[src/rx_pkg.sv]
package rx_pkg;

    //////////////////////////////////////////////////////////////
    // Widths
    //////////////////////////////////////////////////////////////

    // Integer data path
    localparam int xlen = 32;

    // Register file index
    localparam int reg_addr_w = 5;

    // CSR address space
    localparam int csr_addr_w = 12;

    // CSR address rides in the low bits of operand 2
    localparam int csr_addr_lsb = 0;

    //////////////////////////////////////////////////////////////
    // Vector types
    //////////////////////////////////////////////////////////////

    // Operands, results, PCs and CSR data
    typedef logic [xlen-1:0] word_t;

    typedef logic [reg_addr_w-1:0] reg_addr_t;

    typedef logic [csr_addr_w-1:0] csr_addr_t;

    //////////////////////////////////////////////////////////////
    // Operation encodings
    //////////////////////////////////////////////////////////////

    // Integer ALU operations
    // Compares at the bottom give 1 or 0
    typedef enum logic [3:0] {
        alu_add  = 4'd0,
        alu_sub  = 4'd1,
        alu_and  = 4'd2,
        alu_or   = 4'd3,
        alu_xor  = 4'd4,
        alu_sll  = 4'd5,
        alu_srl  = 4'd6,
        alu_sra  = 4'd7,
        alu_slt  = 4'd8,
        alu_sltu = 4'd9,
        alu_eq   = 4'd10,
        alu_ne   = 4'd11,
        alu_lt   = 4'd12,
        alu_ge   = 4'd13,
        alu_ltu  = 4'd14,
        alu_geu  = 4'd15
    } alu_op_t;

    // CSR access kinds
    typedef enum logic [1:0] {
        csr_read  = 2'd0,
        csr_write = 2'd1,
        csr_set   = 2'd2,
        csr_clear = 2'd3
    } csr_op_t;

endpackage

[src/ex_bus_if.sv]
interface ex_bus_if;

    // Instruction valid in EX
    logic valid;

    // ALU controls and operands
    rx_pkg::alu_op_t alu_op;
    rx_pkg::word_t   op_a;
    rx_pkg::word_t   op_b;

    // Branch info
    logic          is_branch;
    rx_pkg::word_t branch_target;

    // CSR instruction marker
    logic csr_access;

    // PC of the instruction in EX
    rx_pkg::word_t pc;

    // Pipeline register side, owns every field
    modport decode (
        output valid,
        output alu_op,
        output op_a,
        output op_b,
        output is_branch,
        output branch_target,
        output csr_access,
        output pc
    );

    // Integer ALU only sees the operation and operands
    modport alu (
        input alu_op,
        input op_a,
        input op_b
    );

    // Result select, branch decision and trap
    modport result (
        input valid,
        input is_branch,
        input branch_target,
        input csr_access
    );

endinterface

[src/ex_decode_reg.sv]
module ex_decode_reg (
    input  logic              clk_i,
    input  logic              rst_n_i,
    input  logic              stall_i,
    input  logic              flush_i,
    // Decoded fields from ID
    input  logic              valid_i,
    input  rx_pkg::alu_op_t   alu_op_i,
    input  rx_pkg::word_t     op_a_i,
    input  rx_pkg::word_t     op_b_i,
    input  rx_pkg::reg_addr_t rd_addr_i,
    input  logic              mem_req_i,
    input  logic              mem_wen_i,
    input  logic              reg_wen_i,
    input  rx_pkg::word_t     pc_i,
    input  rx_pkg::word_t     branch_target_i,
    input  logic              is_branch_i,
    input  logic              csr_access_i,
    input  rx_pkg::csr_op_t   csr_op_i,
    // Registered controls towards MEM and CSRs
    output rx_pkg::reg_addr_t rd_addr_o,
    output logic              mem_req_o,
    output logic              mem_wen_o,
    output logic              reg_wen_o,
    output rx_pkg::csr_addr_t csr_addr_o,
    output rx_pkg::word_t     csr_wdata_o,
    output rx_pkg::csr_op_t   csr_op_o,
    // Registered fields for ALU and result logic
    ex_bus_if.decode          bus
);

    //////////////////////////////////////////////////////////////
    // ID to EX register
    //////////////////////////////////////////////////////////////

    always_ff @(posedge clk_i or negedge rst_n_i) begin
        if (!rst_n_i) begin
            bus.valid         <= 1'b0;
            bus.alu_op        <= rx_pkg::alu_add;
            bus.op_a          <= '0;
            bus.op_b          <= '0;
            bus.is_branch     <= 1'b0;
            bus.branch_target <= '0;
            bus.csr_access    <= 1'b0;
            bus.pc            <= '0;
            rd_addr_o         <= '0;
            mem_req_o         <= 1'b0;
            mem_wen_o         <= 1'b0;
            reg_wen_o         <= 1'b0;
            csr_addr_o        <= '0;
            csr_wdata_o       <= '0;
            csr_op_o          <= rx_pkg::csr_read;
        end else if (!stall_i) begin
            if (flush_i) begin
                // Bubble, kill side effects only
                bus.valid      <= 1'b0;
                bus.is_branch  <= 1'b0;
                bus.csr_access <= 1'b0;
                mem_req_o      <= 1'b0;
                mem_wen_o      <= 1'b0;
                reg_wen_o      <= 1'b0;
                csr_op_o       <= rx_pkg::csr_read;
            end else begin
                bus.valid         <= valid_i;
                bus.alu_op        <= alu_op_i;
                bus.op_a          <= op_a_i;
                bus.op_b          <= op_b_i;
                bus.is_branch     <= is_branch_i;
                bus.branch_target <= branch_target_i;
                bus.csr_access    <= csr_access_i;
                bus.pc            <= pc_i;
                rd_addr_o         <= rd_addr_i;
                mem_req_o         <= mem_req_i;
                mem_wen_o         <= mem_wen_i;
                reg_wen_o         <= reg_wen_i;
                csr_op_o          <= csr_op_i;
                // CSR fields only move on a CSR instruction
                if (csr_access_i) begin
                    // Write data comes in on operand 1
                    csr_wdata_o <= op_a_i;
                    csr_addr_o  <= op_b_i[rx_pkg::csr_addr_lsb +: rx_pkg::csr_addr_w];
                end
            end
        end
    end

    // Bubble must never leave a live or CSR instruction behind
    a_flush_bubble: assert property (
        @(posedge clk_i) disable iff (!rst_n_i)
        (flush_i && !stall_i) |=> (!bus.valid && !bus.csr_access)
    );

endmodule

[src/ex_alu.sv]
module ex_alu (
    ex_bus_if.alu         bus,
    output rx_pkg::word_t res_o
);

    //////////////////////////////////////////////////////////////
    // Integer ALU
    //////////////////////////////////////////////////////////////

    // Shift amount, low bits of op_b
    logic [$clog2(rx_pkg::xlen)-1:0] shamt;

    // Signed views for compares and arithmetic shift
    logic signed [rx_pkg::xlen-1:0] op_a_s;
    logic signed [rx_pkg::xlen-1:0] op_b_s;

    assign shamt  = bus.op_b[$clog2(rx_pkg::xlen)-1:0];
    assign op_a_s = bus.op_a;
    assign op_b_s = bus.op_b;

    always_comb begin
        unique case (bus.alu_op)
            rx_pkg::alu_add:  res_o = bus.op_a + bus.op_b;
            rx_pkg::alu_sub:  res_o = bus.op_a - bus.op_b;
            rx_pkg::alu_and:  res_o = bus.op_a & bus.op_b;
            rx_pkg::alu_or:   res_o = bus.op_a | bus.op_b;
            rx_pkg::alu_xor:  res_o = bus.op_a ^ bus.op_b;
            rx_pkg::alu_sll:  res_o = bus.op_a << shamt;
            rx_pkg::alu_srl:  res_o = bus.op_a >> shamt;
            // Sign bit fills from the left
            rx_pkg::alu_sra:  res_o = rx_pkg::word_t'(op_a_s >>> shamt);
            // Compares, zero extended single bit
            rx_pkg::alu_slt:  res_o = rx_pkg::word_t'(op_a_s < op_b_s);
            rx_pkg::alu_sltu: res_o = rx_pkg::word_t'(bus.op_a < bus.op_b);
            rx_pkg::alu_eq:   res_o = rx_pkg::word_t'(bus.op_a == bus.op_b);
            rx_pkg::alu_ne:   res_o = rx_pkg::word_t'(bus.op_a != bus.op_b);
            rx_pkg::alu_lt:   res_o = rx_pkg::word_t'(op_a_s < op_b_s);
            rx_pkg::alu_ge:   res_o = rx_pkg::word_t'(op_a_s >= op_b_s);
            rx_pkg::alu_ltu:  res_o = rx_pkg::word_t'(bus.op_a < bus.op_b);
            rx_pkg::alu_geu:  res_o = rx_pkg::word_t'(bus.op_a >= bus.op_b);
            default:          res_o = '0;
        endcase
    end

    // Branch logic only looks at bit 0, upper bits must stay clear
    always_comb begin
        if (bus.alu_op == rx_pkg::alu_eq) begin
            a_eq_is_flag: assert (res_o <= rx_pkg::word_t'(1))
                else $error("ex_alu: alu_eq result above 1");
        end
    end

endmodule

[src/ex_result.sv]
module ex_result #(
    parameter bit isa_c = 1'b0
) (
    input  logic          clk_i,
    input  logic          rst_n_i,
    input  logic          stall_i,
    // Unregistered ID field, marks the first CSR cycle
    input  logic          csr_access_i,
    input  rx_pkg::word_t csr_rdata_i,
    input  rx_pkg::word_t alu_res_i,
    ex_bus_if.result      bus,
    output rx_pkg::word_t result_o,
    output logic          branch_taken_o,
    output logic          trap_o
);

    // High in the cycle right after a CSR instruction enters EX
    logic          csr_cyc1;
    // CSR read data seen in that first cycle
    rx_pkg::word_t csr_rdata_q;
    // Taken branch to a target off the 4-byte grid
    logic          misaligned;

    //////////////////////////////////////////////////////////////
    // CSR read data capture
    //////////////////////////////////////////////////////////////

    always_ff @(posedge clk_i or negedge rst_n_i) begin
        if (!rst_n_i) begin
            csr_cyc1 <= 1'b0;
        end else if (stall_i) begin
            csr_cyc1 <= 1'b0;
        end else begin
            csr_cyc1 <= csr_access_i;
        end
    end

    // CSR file may move on while EX is frozen
    always_ff @(posedge clk_i) begin
        if (csr_cyc1) begin
            csr_rdata_q <= csr_rdata_i;
        end
    end

    //////////////////////////////////////////////////////////////
    // Result, branch and trap
    //////////////////////////////////////////////////////////////

    always_comb begin
        if (!bus.csr_access) begin
            result_o = alu_res_i;
        end else if (csr_cyc1) begin
            result_o = csr_rdata_i;
        end else begin
            result_o = csr_rdata_q;
        end
    end

    // Compare flag sits in bit 0
    assign branch_taken_o = bus.is_branch && result_o[0];

    // Compressed ISA allows halfword targets
    assign misaligned = isa_c ? 1'b0 : (branch_taken_o && bus.branch_target[1]);
    assign trap_o     = bus.valid && misaligned;

    a_trap_taken: assert property (
        @(posedge clk_i) disable iff (!rst_n_i)
        trap_o |-> branch_taken_o
    );

    // Frozen CSR instruction keeps showing its first-cycle data
    a_csr_hold: assert property (
        @(posedge clk_i) disable iff (!rst_n_i)
        (stall_i && bus.csr_access) |=> $stable(result_o)
    );

endmodule

[src/ex_stage.sv]
module ex_stage #(
    parameter bit isa_c = 1'b0
) (
    input  logic              clk_i,
    input  logic              rst_n_i,
    // Pipeline control
    input  logic              stall_i,
    input  logic              flush_i,
    // Decoded fields from ID
    input  logic              valid_i,
    input  rx_pkg::alu_op_t   alu_op_i,
    input  rx_pkg::word_t     op_a_i,
    input  rx_pkg::word_t     op_b_i,
    input  rx_pkg::reg_addr_t rd_addr_i,
    input  logic              mem_req_i,
    input  logic              mem_wen_i,
    input  logic              reg_wen_i,
    input  rx_pkg::word_t     pc_i,
    input  rx_pkg::word_t     branch_target_i,
    input  logic              is_branch_i,
    input  logic              csr_access_i,
    input  rx_pkg::csr_op_t   csr_op_i,
    // From CSR file
    input  rx_pkg::word_t     csr_rdata_i,
    // To MEM
    output logic              valid_o,
    output rx_pkg::reg_addr_t rd_addr_o,
    output logic              mem_req_o,
    output logic              mem_wen_o,
    output logic              reg_wen_o,
    output rx_pkg::word_t     alu_result_o,
    // To IF
    output logic              branch_taken_o,
    output rx_pkg::word_t     branch_target_o,
    output logic              trap_o,
    // To CSR file
    output rx_pkg::word_t     pc_o,
    output logic              csr_access_o,
    output rx_pkg::csr_addr_t csr_addr_o,
    output rx_pkg::word_t     csr_wdata_o,
    output rx_pkg::csr_op_t   csr_op_o
);

    //////////////////////////////////////////////////////////////
    // Stage internals
    //////////////////////////////////////////////////////////////

    ex_bus_if ex_bus ();

    // Raw ALU output before CSR select
    rx_pkg::word_t alu_res;

    ex_decode_reg u_decode_reg (
        .clk_i           (clk_i),
        .rst_n_i         (rst_n_i),
        .stall_i         (stall_i),
        .flush_i         (flush_i),
        .valid_i         (valid_i),
        .alu_op_i        (alu_op_i),
        .op_a_i          (op_a_i),
        .op_b_i          (op_b_i),
        .rd_addr_i       (rd_addr_i),
        .mem_req_i       (mem_req_i),
        .mem_wen_i       (mem_wen_i),
        .reg_wen_i       (reg_wen_i),
        .pc_i            (pc_i),
        .branch_target_i (branch_target_i),
        .is_branch_i     (is_branch_i),
        .csr_access_i    (csr_access_i),
        .csr_op_i        (csr_op_i),
        .rd_addr_o       (rd_addr_o),
        .mem_req_o       (mem_req_o),
        .mem_wen_o       (mem_wen_o),
        .reg_wen_o       (reg_wen_o),
        .csr_addr_o      (csr_addr_o),
        .csr_wdata_o     (csr_wdata_o),
        .csr_op_o        (csr_op_o),
        .bus             (ex_bus.decode)
    );

    ex_alu u_alu (
        .bus   (ex_bus.alu),
        .res_o (alu_res)
    );

    ex_result #(
        .isa_c (isa_c)
    ) u_result (
        .clk_i          (clk_i),
        .rst_n_i        (rst_n_i),
        .stall_i        (stall_i),
        .csr_access_i   (csr_access_i),
        .csr_rdata_i    (csr_rdata_i),
        .alu_res_i      (alu_res),
        .bus            (ex_bus.result),
        .result_o       (alu_result_o),
        .branch_taken_o (branch_taken_o),
        .trap_o         (trap_o)
    );

    // Registered fields straight out of the bus
    assign valid_o         = ex_bus.valid;
    assign branch_target_o = ex_bus.branch_target;
    assign pc_o            = ex_bus.pc;
    assign csr_access_o    = ex_bus.csr_access;

endmodule

[config.mk]
export PLATFORM = sky130hd
export DESIGN_NAME = ex_stage
export DESIGN_NICKNAME = d
export VERILOG_FILES = /design/src/rx_pkg.sv /design/src/ex_bus_if.sv /design/src/ex_decode_reg.sv /design/src/ex_alu.sv /design/src/ex_result.sv /design/src/ex_stage.sv
export SDC_FILE = /design/constraint.sdc
export NUM_CORES = 1
export LEC_CHECK = 0
export BUFFER_PORTS_ARGS = -buffer_cell sky130_fd_sc_hd__buf_2
export CAP_MARGIN = 15
export CELL_PAD_IN_SITES_DETAIL_PLACEMENT = 1
export CELL_PAD_IN_SITES_GLOBAL_PLACEMENT = 1
export CORE_ASPECT_RATIO = 1.1
export CORE_MARGIN = 2
export CORE_UTILIZATION = 35
export DETAILED_ROUTE_END_ITERATION = 16
export PLACE_DENSITY = 0.69
export SLEW_MARGIN = 40
export SYNTH_ARGS = -nofsm -noshare
export SYNTH_HDL_FRONTEND = slang
export SYNTH_SLANG_ARGS = --single-unit
[constraint.sdc]
create_clock -name clk_i -period 9.4 [get_ports clk_i]
set_input_delay 0.47 -clock clk_i [delete_from_list [all_inputs] [get_ports clk_i]]
set_output_delay 0.47 -clock clk_i [all_outputs]
set_load 0.02 [all_outputs]
==> run summary <==
The run finished with clean final reports. The maximum fanout along the worst path works out to 80. The number of clock buffers inserted by TritonCTS was 27; the top-level I/O count was 335.

For this design the static power due to leakage is 0.00874 uW. The final clock skew was 7.66 ps. The maximum number of pins on one net before global-route repair is 130, and the number of global-route vias before repair is 17.5k. At the end of routability-driven placement, the weighted congestion stood at 0.983. The critical path goes through buf_4 -> inv_2 -> ha_1 -> or3_1 -> o221ai_1 -> a221oi_1 -> buf_4 -> a211oi_1 -> nor2_1 -> o21ai_0 -> mux2_2 -> a21boi_1 -> buf_2. The proportion of netlist area held by the largest area contributor came out at 0.279. Clock latency on the worst-skew pair, taken at its later pin, is 560 ps. Detailed routing inserted a total of 16.6k vias. For this run, the detailed router's first-pass iteration total came to 5. The fraction of registers with async set or reset after synthesis is 0.856, and the die width is 214 um. The most used flip-flop cell after synthesis is sky130_fd_sc_hd__dfrtp_1.

The run gives 2 as the number of antenna violations at the first check in global routing. The average instance area after synthesis is 8.94 um^2, and the number of max-cap violations is 0. For this run, the post-layout net count is 2440. The via density per instance is 5.88, and the share of synthesized area occupied by flip-flops and latches is 0.316. The buffer levels on the longest clock path came out at 3. The count of final max-slew check failures came out at 0. The floorplan step defined a die boundary enclosing 0.0505 mm^2. The number of different library cells in the post-synthesis netlist is 87. Startpoint-to-endpoint class of the critical path: flip-flop to output pin. For this block, the initial DRC count from the detailed router was 1152. For the sum of negative setup slack, the log shows 0 ps. In the post-synthesis netlist, the biggest area contributors are sky130_fd_sc_hd__dfrtp_1 (28%), sky130_fd_sc_hd__mux2_2 (11%), sky130_fd_sc_hd__ha_1 (7.1%). The worst setup path is captured at an output pin.

Counting flops and latches in the post-synthesis netlist gives 222. Summing every instance area after synthesis gives 0.0171 mm^2. The standard cell with the maximum stage delay on the critical path was sky130_fd_sc_hd__a211oi_1.

The initial core utilization is 0.356, and the largest stage delay on the critical path is 790 ps. For the TritonCTS sink count, the log shows 222. Clock tree synthesis selected as its root buffer the cell sky130_fd_sc_hd__clkbuf_16. TritonCTS built the clock tree.

Among all cell types in the netlist, the one instantiated most often is sky130_fd_sc_hd__dfrtp_1. The number of hold violations in the final report was 0; the detailed-route wire length per cell was 25.9 um. In this run the standard cell core region covers 0.0479 mm^2.

In the synthesized netlist, the cells that appear most often are sky130_fd_sc_hd__dfrtp_1 (190), sky130_fd_sc_hd__o21ai_0 (176), sky130_fd_sc_hd__nand2_1 (170), sky130_fd_sc_hd__mux2_2 (161), sky130_fd_sc_hd__nor2_1 (145). The critical path's most frequent cell was sky130_fd_sc_hd__buf_4. The maximum vdd ir drop was 0.131 mV.

For this run, design rule violations remaining after detail routing come to 0. The count of nets left with antenna violations once routing finished came out at 0. The count of port buffers added during placement was 334. Startpoint kind of the worst setup timing path: a flip-flop.

For the number of core rows, the log shows 84. The fraction of the cycle the final worst path needs was 0.654. For the final wirelength, the log shows 73200 um. Of all cell types, the one taking the most synthesized area is sky130_fd_sc_hd__dfrtp_1. Derived from the worst setup path, the maximum achievable clock frequency is 0.163 GHz. Dividing total power by cell area gives a power density of 208 mW/mm^2.

The signal arrival time at the worst endpoint is 5680 ps, and the actual transition at the worst max-transition pin is 935 ps. The run gives 0.283 as the overall track demand over capacity in global routing. After technology mapping, the gate count stands at 1907.

After legalization and detailed placement, the total HPWL measured 56000 um. After global routing the overflow that remains totals 0. The worst relative slew slack was 0.373; the number of setup violations in the final report was 0. Subtracting the final worst setup slack from the clock period gives 6150 ps. The floorplan step set the die height to 236 um. The design draws 4190 uW.

The first global-routing pass estimated 110000 um of wire. Setup repair after global routing left no endpoint under its margin. The type of the most critical hold path is input port to flip-flop. When the netlist entered floorplanning its net count stood at 2187.

For the required time of the critical path, the log shows 8930 ps. The H-tree level count came out at 1. For the Yosys warning count, the log shows 0. After clock tree synthesis, the clock-pin slew on the worst setup and hold paths is 60 ps. The number of enable-type register cells in the synthesized netlist is 0, and the layout cell share with drive strength beyond 1 is 0.294. Relative to the synthesized area, the layout overhead comes to 18.0%.
worst max-delay path: cells and delay by family (launching register included):
kind	cells	cell delay (ps)
AO/OA/AOI/OAI	5	1720
adder cells (fa/ha/maj)	1	530
buffers and inverters	4	1510
flip-flops	1	340
multiplexers	1	400
AND/OR/NAND/NOR	2	560
path summary, 6_finish.rpt:
kind	depth (start not counted)	slack, ps	end	start
max reg2reg	3	7430	u_decode_reg.bus.op_b[3]	u_decode_reg.bus.op_b[3]
max in group asynchronous	4	7280	u_decode_reg.bus.op_b[0]	rst_n_i
min reg2reg	1	470	u_result.csr_rdata_q[19]	u_result.csr_rdata_q[19]
min in group asynchronous	2	460	u_decode_reg.bus.branch_target[12]	rst_n_i
min	3	110	u_decode_reg.bus.op_b[28]	op_b_i[28]
max	13	3250	alu_result_o[0]	u_decode_reg.bus.op_b[3]
logic make-up after synthesis:
group | count (synthesis) | share of synthesized area
compound gates | 589 | 0.222
xor+xnor | 10 | 0.00513
fa+ha+maj | 99 | 0.0735
buf+inv | 253 | 0.0607
flops | 222 | 0.316
mux | 247 | 0.191
simple gates | 487 | 0.131
state kept, by name, indices dropped and copies added (netlist names), 2 cells and up:
signal,cells
u_decode_reg.bus.alu_op,4
u_decode_reg.csr_op_o,2
u_decode_reg.csr_addr_o,12
u_result.csr_rdata_q,32
u_decode_reg.bus.op_a,32
u_decode_reg.bus.op_b,32
u_decode_reg.rd_addr_o,5
u_decode_reg.csr_wdata_o,32
u_decode_reg.bus.branch_target,32
u_decode_reg.bus.pc,32
per-stage QoR:
step / cell area [um^2] / std cells / hold slack, ps / utilization / worst slack [ps]
2_1_floorplan: 17100 / 1907 / 174 / - / 4720
3_3_place_gp: 19200 / 2774 / 439 / 0.400 / 4130
3_5_place_dp: 19200 / 2775 / 459 / 0.401 / 4030
4_1_cts: 20100 / 2826 / 86.1 / 0.419 / 3410
5_1_grt: 20100 / 2826 / 109 / 0.420 / 3070
6_report: 20100 / 2827 / 107 / 0.420 / 3250
final cells by class:
cell class / instances / area [um^2]
Fill cell: 5755 / 27800
Multi-Input combinational cell: 1432 / 10700
Sequential cell: 222 / 5400
Timing Repair Buffer: 364 / 1950
Tap cell: 645 / 807
Clock buffer: 40 / 785
Inverter: 113 / 424
Clock inverter: 10 / 90.1
Antenna cell: 1 / 2.50
per-layer routing:
| layer | GRT usage | wire (um) |
|---|---|---|
| met1 | 0.373 | 31500 |
| met4 | 0.0758 | 1880 |
| met3 | 0.0602 | 5470 |
| met5 | 0 | 19 |
| met2 | 0.470 | 34400 |
power breakdown:
group          switching (uW)  internal, uW  leakage [uW]
clock network             424           604      0.000425
logic                    1230           687       0.00576
registers                 146          1100       0.00255
total                    1800          2390       0.00874
cell usage in the layout (no fill, tap or decap), types with 8 or more instances in the layout:
cell / synthesis / layout
sky130_fd_sc_hd__buf_2: 18 / 333
sky130_fd_sc_hd__dfrtp_1: 190 / 187
sky130_fd_sc_hd__o21ai_0: 176 / 176
sky130_fd_sc_hd__nand2_1: 170 / 170
sky130_fd_sc_hd__mux2_2: 161 / 161
sky130_fd_sc_hd__nor2_1: 145 / 144
sky130_fd_sc_hd__a21oi_1: 142 / 142
sky130_fd_sc_hd__inv_1: 109 / 108
sky130_fd_sc_hd__ha_1: 97 / 97
sky130_fd_sc_hd__mux4_2: 45 / 45
sky130_fd_sc_hd__nor3_1: 39 / 38
sky130_fd_sc_hd__mux2i_1: 38 / 38
sky130_fd_sc_hd__a211oi_1: 34 / 34
sky130_fd_sc_hd__o211ai_1: 34 / 34
sky130_fd_sc_hd__dfxtp_1: 32 / 32
sky130_fd_sc_hd__clkbuf_16: 0 / 27
sky130_fd_sc_hd__nand3_1: 25 / 25
sky130_fd_sc_hd__buf_4: 2 / 24
sky130_fd_sc_hd__a31oi_1: 22 / 22
sky130_fd_sc_hd__a21o_1: 17 / 17
sky130_fd_sc_hd__a221oi_1: 16 / 16
sky130_fd_sc_hd__a22oi_1: 15 / 15
sky130_fd_sc_hd__nor4_1: 14 / 14
sky130_fd_sc_hd__nand2b_1: 13 / 13
sky130_fd_sc_hd__or3_1: 12 / 12
sky130_fd_sc_hd__o31ai_1: 11 / 11
sky130_fd_sc_hd__and2_1: 12 / 11
sky130_fd_sc_hd__nor2b_1: 10 / 10
sky130_fd_sc_hd__o221ai_1: 10 / 10
sky130_fd_sc_hd__xnor2_1: 10 / 10
sky130_fd_sc_hd__and3_1: 9 / 9
sky130_fd_sc_hd__o21bai_1: 9 / 9
sky130_fd_sc_hd__a211o_1: 9 / 9
sky130_fd_sc_hd__o22ai_1: 9 / 9
sky130_fd_sc_hd__o21a_1: 8 / 8
sky130_fd_sc_hd__nand4_1: 8 / 8
sky130_fd_sc_hd__a311oi_1: 8 / 8
sky130_fd_sc_hd__a22o_1: 8 / 8
timing repair:
| item | CTS | global route |
|---|---|---|
| endpoints found under the hold margin | 68 | 0 |
| hold buffers | 1 | 0 |
| setup buffers | 0 | 0 |
| gates resized for setup | 0 | 0 |
(Power assumes the default switching activity.)
